### src/common/core_config.svh
`ifndef CORE_CONFIG_SVH
`define CORE_CONFIG_SVH

////////////////////////////////////////
// core sizing
////////////////////////////////////////

// data word width in bits
`define CORE_XLEN 32

// architectural register count, r0 included
`define CORE_NREG 32

// accepting edge to wb output, in cycles
`define CORE_WB_LAT 3

`endif

### src/common/isa_pkg.sv
`default_nettype none

`include "core_config.svh"

package isa_pkg;

    ////////////////////////////////////////
    // instruction set encodings
    ////////////////////////////////////////

    // register index
    typedef logic [$clog2(`CORE_NREG)-1:0] reg_addr_t;

    // major opcode, bits 31:26
    typedef enum logic [5:0] {
        OP_RTYPE = 6'h00,
        OP_ADDI  = 6'h08,
        OP_ORI   = 6'h0d,
        OP_LLO   = 6'h18,
        OP_LHI   = 6'h19
    } opcode_e;

    // r-type function, bits 5:0
    typedef enum logic [5:0] {
        FN_ADD = 6'h20,
        FN_SUB = 6'h22,
        FN_AND = 6'h24,
        FN_OR  = 6'h25,
        FN_XOR = 6'h26,
        FN_SLT = 6'h2a
    } funct_e;

    // internal alu operation, one per instruction
    typedef enum logic [3:0] {
        ALU_ADD,
        ALU_SUB,
        ALU_AND,
        ALU_OR,
        ALU_XOR,
        ALU_SLT,
        ALU_ADDI,
        ALU_ORI,
        ALU_LHI,
        ALU_LLO
    } alu_op_e;

    // register format
    typedef struct packed {
        opcode_e   opcode;
        reg_addr_t rs;
        reg_addr_t rt;
        reg_addr_t rd;
        logic [4:0] shamt;
        funct_e    funct;
    } r_fields_t;

    // immediate format
    typedef struct packed {
        opcode_e     opcode;
        reg_addr_t   rs;
        reg_addr_t   rt;
        logic [15:0] imm;
    } i_fields_t;

    // one word, two views, picked by opcode
    typedef union packed {
        r_fields_t r_fields;
        i_fields_t i_fields;
    } instr_u;

endpackage

`default_nettype wire

### src/common/pipe_pkg.sv
`default_nettype none

`include "core_config.svh"

package pipe_pkg;

    ////////////////////////////////////////
    // datapath words
    ////////////////////////////////////////

    // one data word
    typedef logic [`CORE_XLEN-1:0] word_t;

    // one enable bit per byte lane
    typedef logic [`CORE_XLEN/8-1:0] byte_en_t;

    ////////////////////////////////////////
    // stage contents
    ////////////////////////////////////////

    // decoded fields, no register data yet
    typedef struct packed {
        logic               valid;
        isa_pkg::reg_addr_t rs_addr;
        isa_pkg::reg_addr_t rt_addr;
        // destination, rd or rt
        isa_pkg::reg_addr_t rd_addr;
        logic [15:0]        imm;
        isa_pkg::alu_op_e   alu_op;
        // bytes the result will write
        byte_en_t           byte_en;
    } dec_t;

    // id/ex register
    typedef struct packed {
        dec_t  dec;
        // read in id, write-first bypass included
        word_t rs_data;
        word_t rt_data;
    } idex_t;

    // ex/mem, mem/wb and the write port
    typedef struct packed {
        logic               valid;
        isa_pkg::reg_addr_t addr;
        word_t              data;
        byte_en_t           byte_en;
    } wb_t;

endpackage

`default_nettype wire

### src/logic/instr_decode.sv
`timescale 1ns/1ps
`default_nettype none

module instr_decode (
    input  isa_pkg::instr_u    instr,
    input  logic               instr_valid,
    output isa_pkg::reg_addr_t rs_addr,
    output isa_pkg::reg_addr_t rt_addr,
    output pipe_pkg::dec_t     dec
);
    import isa_pkg::*;

    // opcode, and funct for r-type, recognised
    logic known;

    always_comb begin
        dec     = '0;
        known   = 1'b0;
        // rs and rt share bit positions in both formats
        rs_addr = instr.r_fields.rs;
        rt_addr = instr.r_fields.rt;
        if (instr.r_fields.opcode == OP_RTYPE) begin
            // r-type, writes rd, all bytes
            dec.rd_addr = instr.r_fields.rd;
            dec.byte_en = 4'b1111;
            known       = 1'b1;
            case (instr.r_fields.funct)
                FN_ADD:  dec.alu_op = ALU_ADD;
                FN_SUB:  dec.alu_op = ALU_SUB;
                FN_AND:  dec.alu_op = ALU_AND;
                FN_OR:   dec.alu_op = ALU_OR;
                FN_XOR:  dec.alu_op = ALU_XOR;
                FN_SLT:  dec.alu_op = ALU_SLT;
                default: known = 1'b0;
            endcase
        end else begin
            // i-type, rt is the destination
            dec.rd_addr = instr.i_fields.rt;
            dec.imm     = instr.i_fields.imm;
            known       = 1'b1;
            case (instr.i_fields.opcode)
                OP_ADDI: begin
                    dec.alu_op  = ALU_ADDI;
                    dec.byte_en = 4'b1111;
                end
                OP_ORI: begin
                    dec.alu_op  = ALU_ORI;
                    dec.byte_en = 4'b1111;
                end
                // half-word loads, two bytes only
                OP_LHI: begin
                    dec.alu_op  = ALU_LHI;
                    dec.byte_en = 4'b1100;
                end
                OP_LLO: begin
                    dec.alu_op  = ALU_LLO;
                    dec.byte_en = 4'b0011;
                end
                default: known = 1'b0;
            endcase
        end
        dec.rs_addr = rs_addr;
        dec.rt_addr = rt_addr;
        // r0 destination or bad code -> bubble
        dec.valid   = instr_valid && known && (dec.rd_addr != '0);
    end

endmodule

`default_nettype wire

### src/logic/reg_file.sv
`timescale 1ns/1ps
`default_nettype none

`include "core_config.svh"

module reg_file (
    input  logic               clk,
    input  logic               rst_n,
    input  isa_pkg::reg_addr_t rs_addr,
    input  isa_pkg::reg_addr_t rt_addr,
    output pipe_pkg::word_t    rs_data,
    output pipe_pkg::word_t    rt_data,
    input  pipe_pkg::wb_t      wr
);
    import isa_pkg::*;
    import pipe_pkg::*;

    // architectural registers
    word_t regs [`CORE_NREG];

    // stored word, then same-cycle write merged per byte
    function automatic word_t rd_port(
        input reg_addr_t addr,
        input word_t     stored,
        input wb_t       w
    );
        word_t rdata;
        rdata = stored;
        if (w.valid && (w.addr == addr)) begin
            for (int b = 0; b < $bits(byte_en_t); b++) begin
                if (w.byte_en[b])
                    rdata[8*b +: 8] = w.data[8*b +: 8];
            end
        end
        // r0 hardwired
        if (addr == '0)
            rdata = '0;
        return rdata;
    endfunction

    ////////////////////////////////////////
    // write port
    ////////////////////////////////////////

    always_ff @(posedge clk) begin
        if (!rst_n) begin
            for (int i = 0; i < `CORE_NREG; i++)
                regs[i] <= '0;
        end else if (wr.valid && (wr.addr != '0)) begin
            // enabled lanes only
            for (int b = 0; b < $bits(byte_en_t); b++) begin
                if (wr.byte_en[b])
                    regs[wr.addr][8*b +: 8] <= wr.data[8*b +: 8];
            end
        end
    end

    ////////////////////////////////////////
    // read ports, write-first
    ////////////////////////////////////////

    always_comb begin
        rs_data = rd_port(rs_addr, regs[rs_addr], wr);
        rt_data = rd_port(rt_addr, regs[rt_addr], wr);
    end

endmodule

`default_nettype wire

### src/logic/forward_unit.sv
`timescale 1ns/1ps
`default_nettype none

module forward_unit (
    input  pipe_pkg::idex_t idex,
    input  pipe_pkg::wb_t   exmem,
    input  pipe_pkg::wb_t   memwb,
    output pipe_pkg::word_t operand_a,
    output pipe_pkg::word_t operand_b
);
    import isa_pkg::*;
    import pipe_pkg::*;

    // stage b holds a live copy of byte b of src
    function automatic logic hit(
        input wb_t       stage,
        input reg_addr_t src,
        input int        b
    );
        return stage.valid && (stage.addr == src) && (src != '0) && stage.byte_en[b];
    endfunction

    ////////////////////////////////////////
    // per-byte operand select
    ////////////////////////////////////////

    // priority ex/mem, then mem/wb, then id read
    function automatic word_t pick(
        input reg_addr_t src,
        input word_t     rf_data,
        input wb_t       ex,
        input wb_t       mw
    );
        word_t op;
        op = rf_data;
        for (int b = 0; b < $bits(byte_en_t); b++) begin
            if (hit(ex, src, b))
                op[8*b +: 8] = ex.data[8*b +: 8];
            else if (hit(mw, src, b))
                op[8*b +: 8] = mw.data[8*b +: 8];
        end
        return op;
    endfunction

    // lhi then llo on the same reg leaves the halves in different stages,
    // so each lane resolves on its own
    always_comb begin
        operand_a = pick(idex.dec.rs_addr, idex.rs_data, exmem, memwb);
        operand_b = pick(idex.dec.rt_addr, idex.rt_data, exmem, memwb);
    end

endmodule

`default_nettype wire

### src/logic/alu.sv
`timescale 1ns/1ps
`default_nettype none

`include "core_config.svh"

module alu (
    input  isa_pkg::alu_op_e alu_op,
    input  pipe_pkg::word_t  operand_a,
    input  pipe_pkg::word_t  operand_b,
    input  logic [15:0]      imm,
    output pipe_pkg::word_t  result
);
    import isa_pkg::*;
    import pipe_pkg::*;

    // immediate extensions
    word_t imm_sext;
    word_t imm_zext;

    assign imm_sext = {{(`CORE_XLEN-16){imm[15]}}, imm};
    assign imm_zext = {{(`CORE_XLEN-16){1'b0}}, imm};

    always_comb begin
        result = '0;
        case (alu_op)
            ALU_ADD:  result = operand_a + operand_b;
            ALU_SUB:  result = operand_a - operand_b;
            ALU_AND:  result = operand_a & operand_b;
            ALU_OR:   result = operand_a | operand_b;
            ALU_XOR:  result = operand_a ^ operand_b;
            // signed compare, 0 or 1
            ALU_SLT:  result = {{(`CORE_XLEN-1){1'b0}}, $signed(operand_a) < $signed(operand_b)};
            ALU_ADDI: result = operand_a + imm_sext;
            ALU_ORI:  result = operand_a | imm_zext;
            // upper half, lower lanes not written
            ALU_LHI:  result = {imm, {(`CORE_XLEN-16){1'b0}}};
            // lower half, upper lanes not written
            ALU_LLO:  result = imm_zext;
            default:  result = '0;
        endcase
    end

endmodule

`default_nettype wire

### src/logic/exec_pipe.sv
`timescale 1ns/1ps
`default_nettype none

module exec_pipe (
    input  logic            clk,
    input  logic            rst_n,
    input  logic            instr_valid,
    input  isa_pkg::instr_u instr,
    output pipe_pkg::wb_t   wb
);
    import isa_pkg::*;
    import pipe_pkg::*;

    // id stage
    reg_addr_t rs_addr;
    reg_addr_t rt_addr;
    dec_t      dec;
    word_t     rs_data;
    word_t     rt_data;

    // ex stage
    idex_t     idex_q;
    word_t     operand_a;
    word_t     operand_b;
    word_t     alu_result;

    // mem and wb stages
    wb_t       exmem_q;
    wb_t       memwb_q;

    ////////////////////////////////////////
    // id: decode and register read
    ////////////////////////////////////////

    instr_decode u_decode (
        .instr       (instr),
        .instr_valid (instr_valid),
        .rs_addr     (rs_addr),
        .rt_addr     (rt_addr),
        .dec         (dec)
    );

    // write port fed from mem/wb
    reg_file u_regs (
        .clk     (clk),
        .rst_n   (rst_n),
        .rs_addr (rs_addr),
        .rt_addr (rt_addr),
        .rs_data (rs_data),
        .rt_data (rt_data),
        .wr      (memwb_q)
    );

    // payload follows every edge, valid cleared on reset
    always_ff @(posedge clk) begin
        idex_q <= '{dec: dec, rs_data: rs_data, rt_data: rt_data};
        if (!rst_n)
            idex_q.dec.valid <= 1'b0;
    end

    ////////////////////////////////////////
    // ex: forward and compute
    ////////////////////////////////////////

    forward_unit u_fwd (
        .idex      (idex_q),
        .exmem     (exmem_q),
        .memwb     (memwb_q),
        .operand_a (operand_a),
        .operand_b (operand_b)
    );

    alu u_alu (
        .alu_op    (idex_q.dec.alu_op),
        .operand_a (operand_a),
        .operand_b (operand_b),
        .imm       (idex_q.dec.imm),
        .result    (alu_result)
    );

    always_ff @(posedge clk) begin
        exmem_q <= '{valid:   idex_q.dec.valid,
                     addr:    idex_q.dec.rd_addr,
                     data:    alu_result,
                     byte_en: idex_q.dec.byte_en};
        if (!rst_n)
            exmem_q.valid <= 1'b0;
    end

    ////////////////////////////////////////
    // mem: no memory, result carried on
    ////////////////////////////////////////

    always_ff @(posedge clk) begin
        memwb_q <= exmem_q;
        if (!rst_n)
            memwb_q.valid <= 1'b0;
    end

    // wb port mirrors the register-file write
    assign wb = memwb_q;

endmodule

`default_nettype wire

### config.mk
export PLATFORM = sky130hd
export DESIGN_NAME = exec_pipe
export DESIGN_NICKNAME = d
export VERILOG_FILES = /design/src/common/isa_pkg.sv /design/src/common/pipe_pkg.sv /design/src/logic/instr_decode.sv /design/src/logic/reg_file.sv /design/src/logic/forward_unit.sv /design/src/logic/alu.sv /design/src/logic/exec_pipe.sv
export VERILOG_INCLUDE_DIRS = /design/src /design/src/common
export SDC_FILE = /design/constraint.sdc
export NUM_CORES = 2
export LEC_CHECK = 0
export BUFFER_PORTS_ARGS = -buffer_cell sky130_fd_sc_hd__buf_2
export CELL_PAD_IN_SITES_DETAIL_PLACEMENT = 0
export CELL_PAD_IN_SITES_GLOBAL_PLACEMENT = 1
export CORE_UTILIZATION = 43
export DETAILED_ROUTE_END_ITERATION = 10
export PLACE_DENSITY_LB_ADDON = 0.1
export SKIP_LAST_GASP = 1
export SLEW_MARGIN = 20
export SYNTH_ARGS = -nofsm -noshare
export SYNTH_HDL_FRONTEND = slang
export SYNTH_SLANG_ARGS = --single-unit
### constraint.sdc
create_clock -name clk -period 7.6 [get_ports clk]
set_input_delay 1.52 -clock clk [delete_from_list [all_inputs] [get_ports clk]]
set_output_delay 1.52 -clock clk [all_outputs]
set_load 0.1 [all_outputs]
==> reports/qor.txt <==
CP Data Arrival Time: 7530 ps
Cells after Synth: 4884
DRT iter0 DRCs: 4599
root buffer cell: clkbuf_16
post-route ant nets: 0
RePlAce Congestion: 0.890
DRC: 58
maximum fanout along the worst path: 13
startpoint types: register
final wirelength: 224000 µm
DR WL/cell: 32.0 µm
max-cap check violation count: 0
slowest CP cell: a2111oi_0
synthesized area: 0.0668 mm²
final instance area: 0.0746 mm²
DR top layer: met5
core area: 0.154 mm²
Max H-tree Level: 4
synthesis-to-layout area growth: 11.6%
num ports: 77
grt ovf: 0
worst vdd ir: 0.243 mV
routed wl met3: 14800 µm
RSZ-0062 raised after global routing: no
Yosys Warn Count: 0
Max Clock Skew: 30.4 ps
Setup TNS: 0 ps
Num CTS Buffers: 141
Hold Fails Final Rpt: 0
first-pass GRT wire length: 321000 µm
Via density: 6.09
Hold Crit Class: reg -> reg
WP data required: 8250 ps
Filler cells: 13.4k
CP most frequent cell: o21ai_0
# port buffers: 76
final setup vio count: 0
hold slack: 333 ps
Synth area leader: edfxtp_1
Netlist cell types: 78
Avg Cell Area, Syn: 13.7 µm²
setup bufs post-CTS: 0
CTS tree: built
multi-input logic area: 0.0310 mm²
clk sinks: 1206
Crit. End Element: register
Tcrit/Tclk final: 90.5%
share of the synthesized area in the top cell type: 46.0%
Placed Area: 0.0701 mm²
CP Cell Sequence: xnor2_1, nand3_1, nor3_2, buf_4, mux2i_1, o21ai_0, ha_1, a21o_1, a21o_1, a2111oi_0, o31ai_1, a41oi_1, o21ai_0, o221a_2, o21a_1, o21ai_0, mux2i_1, or4_1
FF+latch area: 0.0344 mm²
Initial Util: 43.3%
routed metal-1 wirelength: 94300 µm
status: complete, but fails checks
CP max stage delay: 790 ps
Primary FF master, synth: edfxtp_1
synth top area cells: edfxtp_1 (46%), mux4_2 (22%), and2_1 (9.5%), dfxtp_1 (5.5%), ha_1 (2.2%)
DIE AREA: 0.157 mm²
Yosys reg bits: 1206
number of global-route vias before repair: 43.0k
async set or reset register ratio after synthesis: 0%
Worst-Skew Late Latency: 780 ps
number of enable flip-flop cells after synthesis: 1024
pwr dens: 257 mW/mm²
Seq/Total Area, Yosys: 51.5%
slew margin rel.: 20.0%
Reg clk slew, reported paths: 60 ps
Finished Layout Cells: 7012
layout cells sized above 1: 24.6%
clock buffer depth: 3
worst setup path class: reg -> reg
hold buffer count at CTS: 0
DR pass1 iterations: 8
largest net degree at the start of global routing: 104
Worst Max-Slew Pin Slew: 1200 ps
Resized Gates After CTS: 0
Row Count: 144
Tot GR Track Use: 28.8%
hpwl dp: 145000 µm
Placed Cells: 6757
via count: 42.7k
met2 routed WL: 107000 µm
Layout Utilization: 48.4%
Slew Viols, Final: 0
Max Clk Rate: 145 MHz
final worst path period need: 6870 ps
failing checks: design-rule violations
Nets: 5008
initial antenna violation count: 4
DIE WIDTH: 396 µm
Die Y: 396 µm
Leak Pwr: 27.1 nW
kinds of logic after synthesis:
group	count (synthesis)	share of synthesized area, %
and+or+nand+nor	1578	13.3
DFF	1206	51.5
muxes	755	23.3
AOI/OAI and AO/OA	614	5.68
buffers and inverters	538	3.07
adders and majority gates	117	2.21
xor gates and xnor gates	75	0.983
other	1	0.00561
synthesized netlist by cell type (11+ instances only):
master,instances
o21a_1,12
edfxtp_1,1024
a31oi_1,34
inv_1,98
xor2_1,22
nand3_1,20
o21ai_0,202
ha_1,115
buf_2,11
clkbuf_1,359
nand2_1,105
or3_1,11
nor4_1,26
o221ai_1,18
nand4_1,14
nor2_1,292
nor3_1,32
mux2i_1,110
o22ai_1,17
o21bai_1,11
a21o_1,32
dfxtp_1,182
buf_1,66
o21ai_1,12
nand2b_1,14
xnor2_1,53
a21oi_1,164
and2_1,1019
a221oi_1,19
mux4_2,640
a22oi_1,11
power by group:
| group | leakage, nW | switching (W) | internal [W] |
|---|---|---|---|
| logic | 12.9 | 0.00331 | 0.00128 |
| registers | 12.1 | 0.000291 | 0.00760 |
| clock network | 2.18 | 0.00288 | 0.00382 |
worst max-delay path, delay by kind of cell (launching register included):
family / cells / cell delay [ps]
AND/OR/NAND/NOR: 3 / 1190
flip-flops: 1 / 680
AO/OA/AOI/OAI: 10 / 3830
buffers and inverters: 1 / 270
adder cells (fa/ha/maj): 1 / 360
multiplexers: 2 / 220
XOR/XNOR: 1 / 200
registers in the layout (all words and copies together) (netlist names):
name and count:
u_regs.regs 1024, idex_q 102, wb 40, exmem_q 40
placed cells by master (no fill, tap or decap), drive strengths merged, types with 17 or more instances in the layout:
master  instances
clkinv         48
dfxtp         182
ha            115
nor2          292
conb           32
nand2         105
a221oi         19
mux4          640
nor3           33
nor4           26
inv           108
a21o           32
o21ai         214
xnor2          53
o22ai          17
nand3          20
edfxtp       1024
buf           238
o221ai         18
a31oi          37
xor2           22
clkbuf        188
mux2i         110
and2         1020
a21oi         166
layout make-up:
cell class	instances	share of cell area [%]
well taps	2044	3.43
flip-flops and latches	1206	46.1
repair buffers	238	2.43
clock inverters	66	0.748
diodes	1	0.00335
clock buffers	188	5.23
inverters	98	0.493
multi-input cells	3171	41.5
worst paths after layout:
| path | endpoint | start | slack [ps] | cells past startpoint |
|---|---|---|---|---|
| max | exmem_q[35] | wb[38] | 730 | 18 |
| min | exmem_q[2] | idex_q[66] | 330 | 0 |
| max reg2reg | exmem_q[35] | wb[38] | 730 | 18 |
| min reg2reg | exmem_q[2] | idex_q[66] | 330 | 0 |
per-stage QoR:
stage          setup slack, ps  power, W
2_1_floorplan             1430    0.0108
3_3_place_gp               986    0.0126
3_5_place_dp               869    0.0126
4_1_cts                    865    0.0193
6_report                   725    0.0192
5_1_grt                    361    0.0198
per-layer routing:
metal	global-route usage, %	vias up
met2	46.4	1650
met3	4.31	310
met4	10.6	2
met5	0	-
met1	39.4	22200
li1	-	18500
No activity file was read; power rests on OpenSTA's default activity.
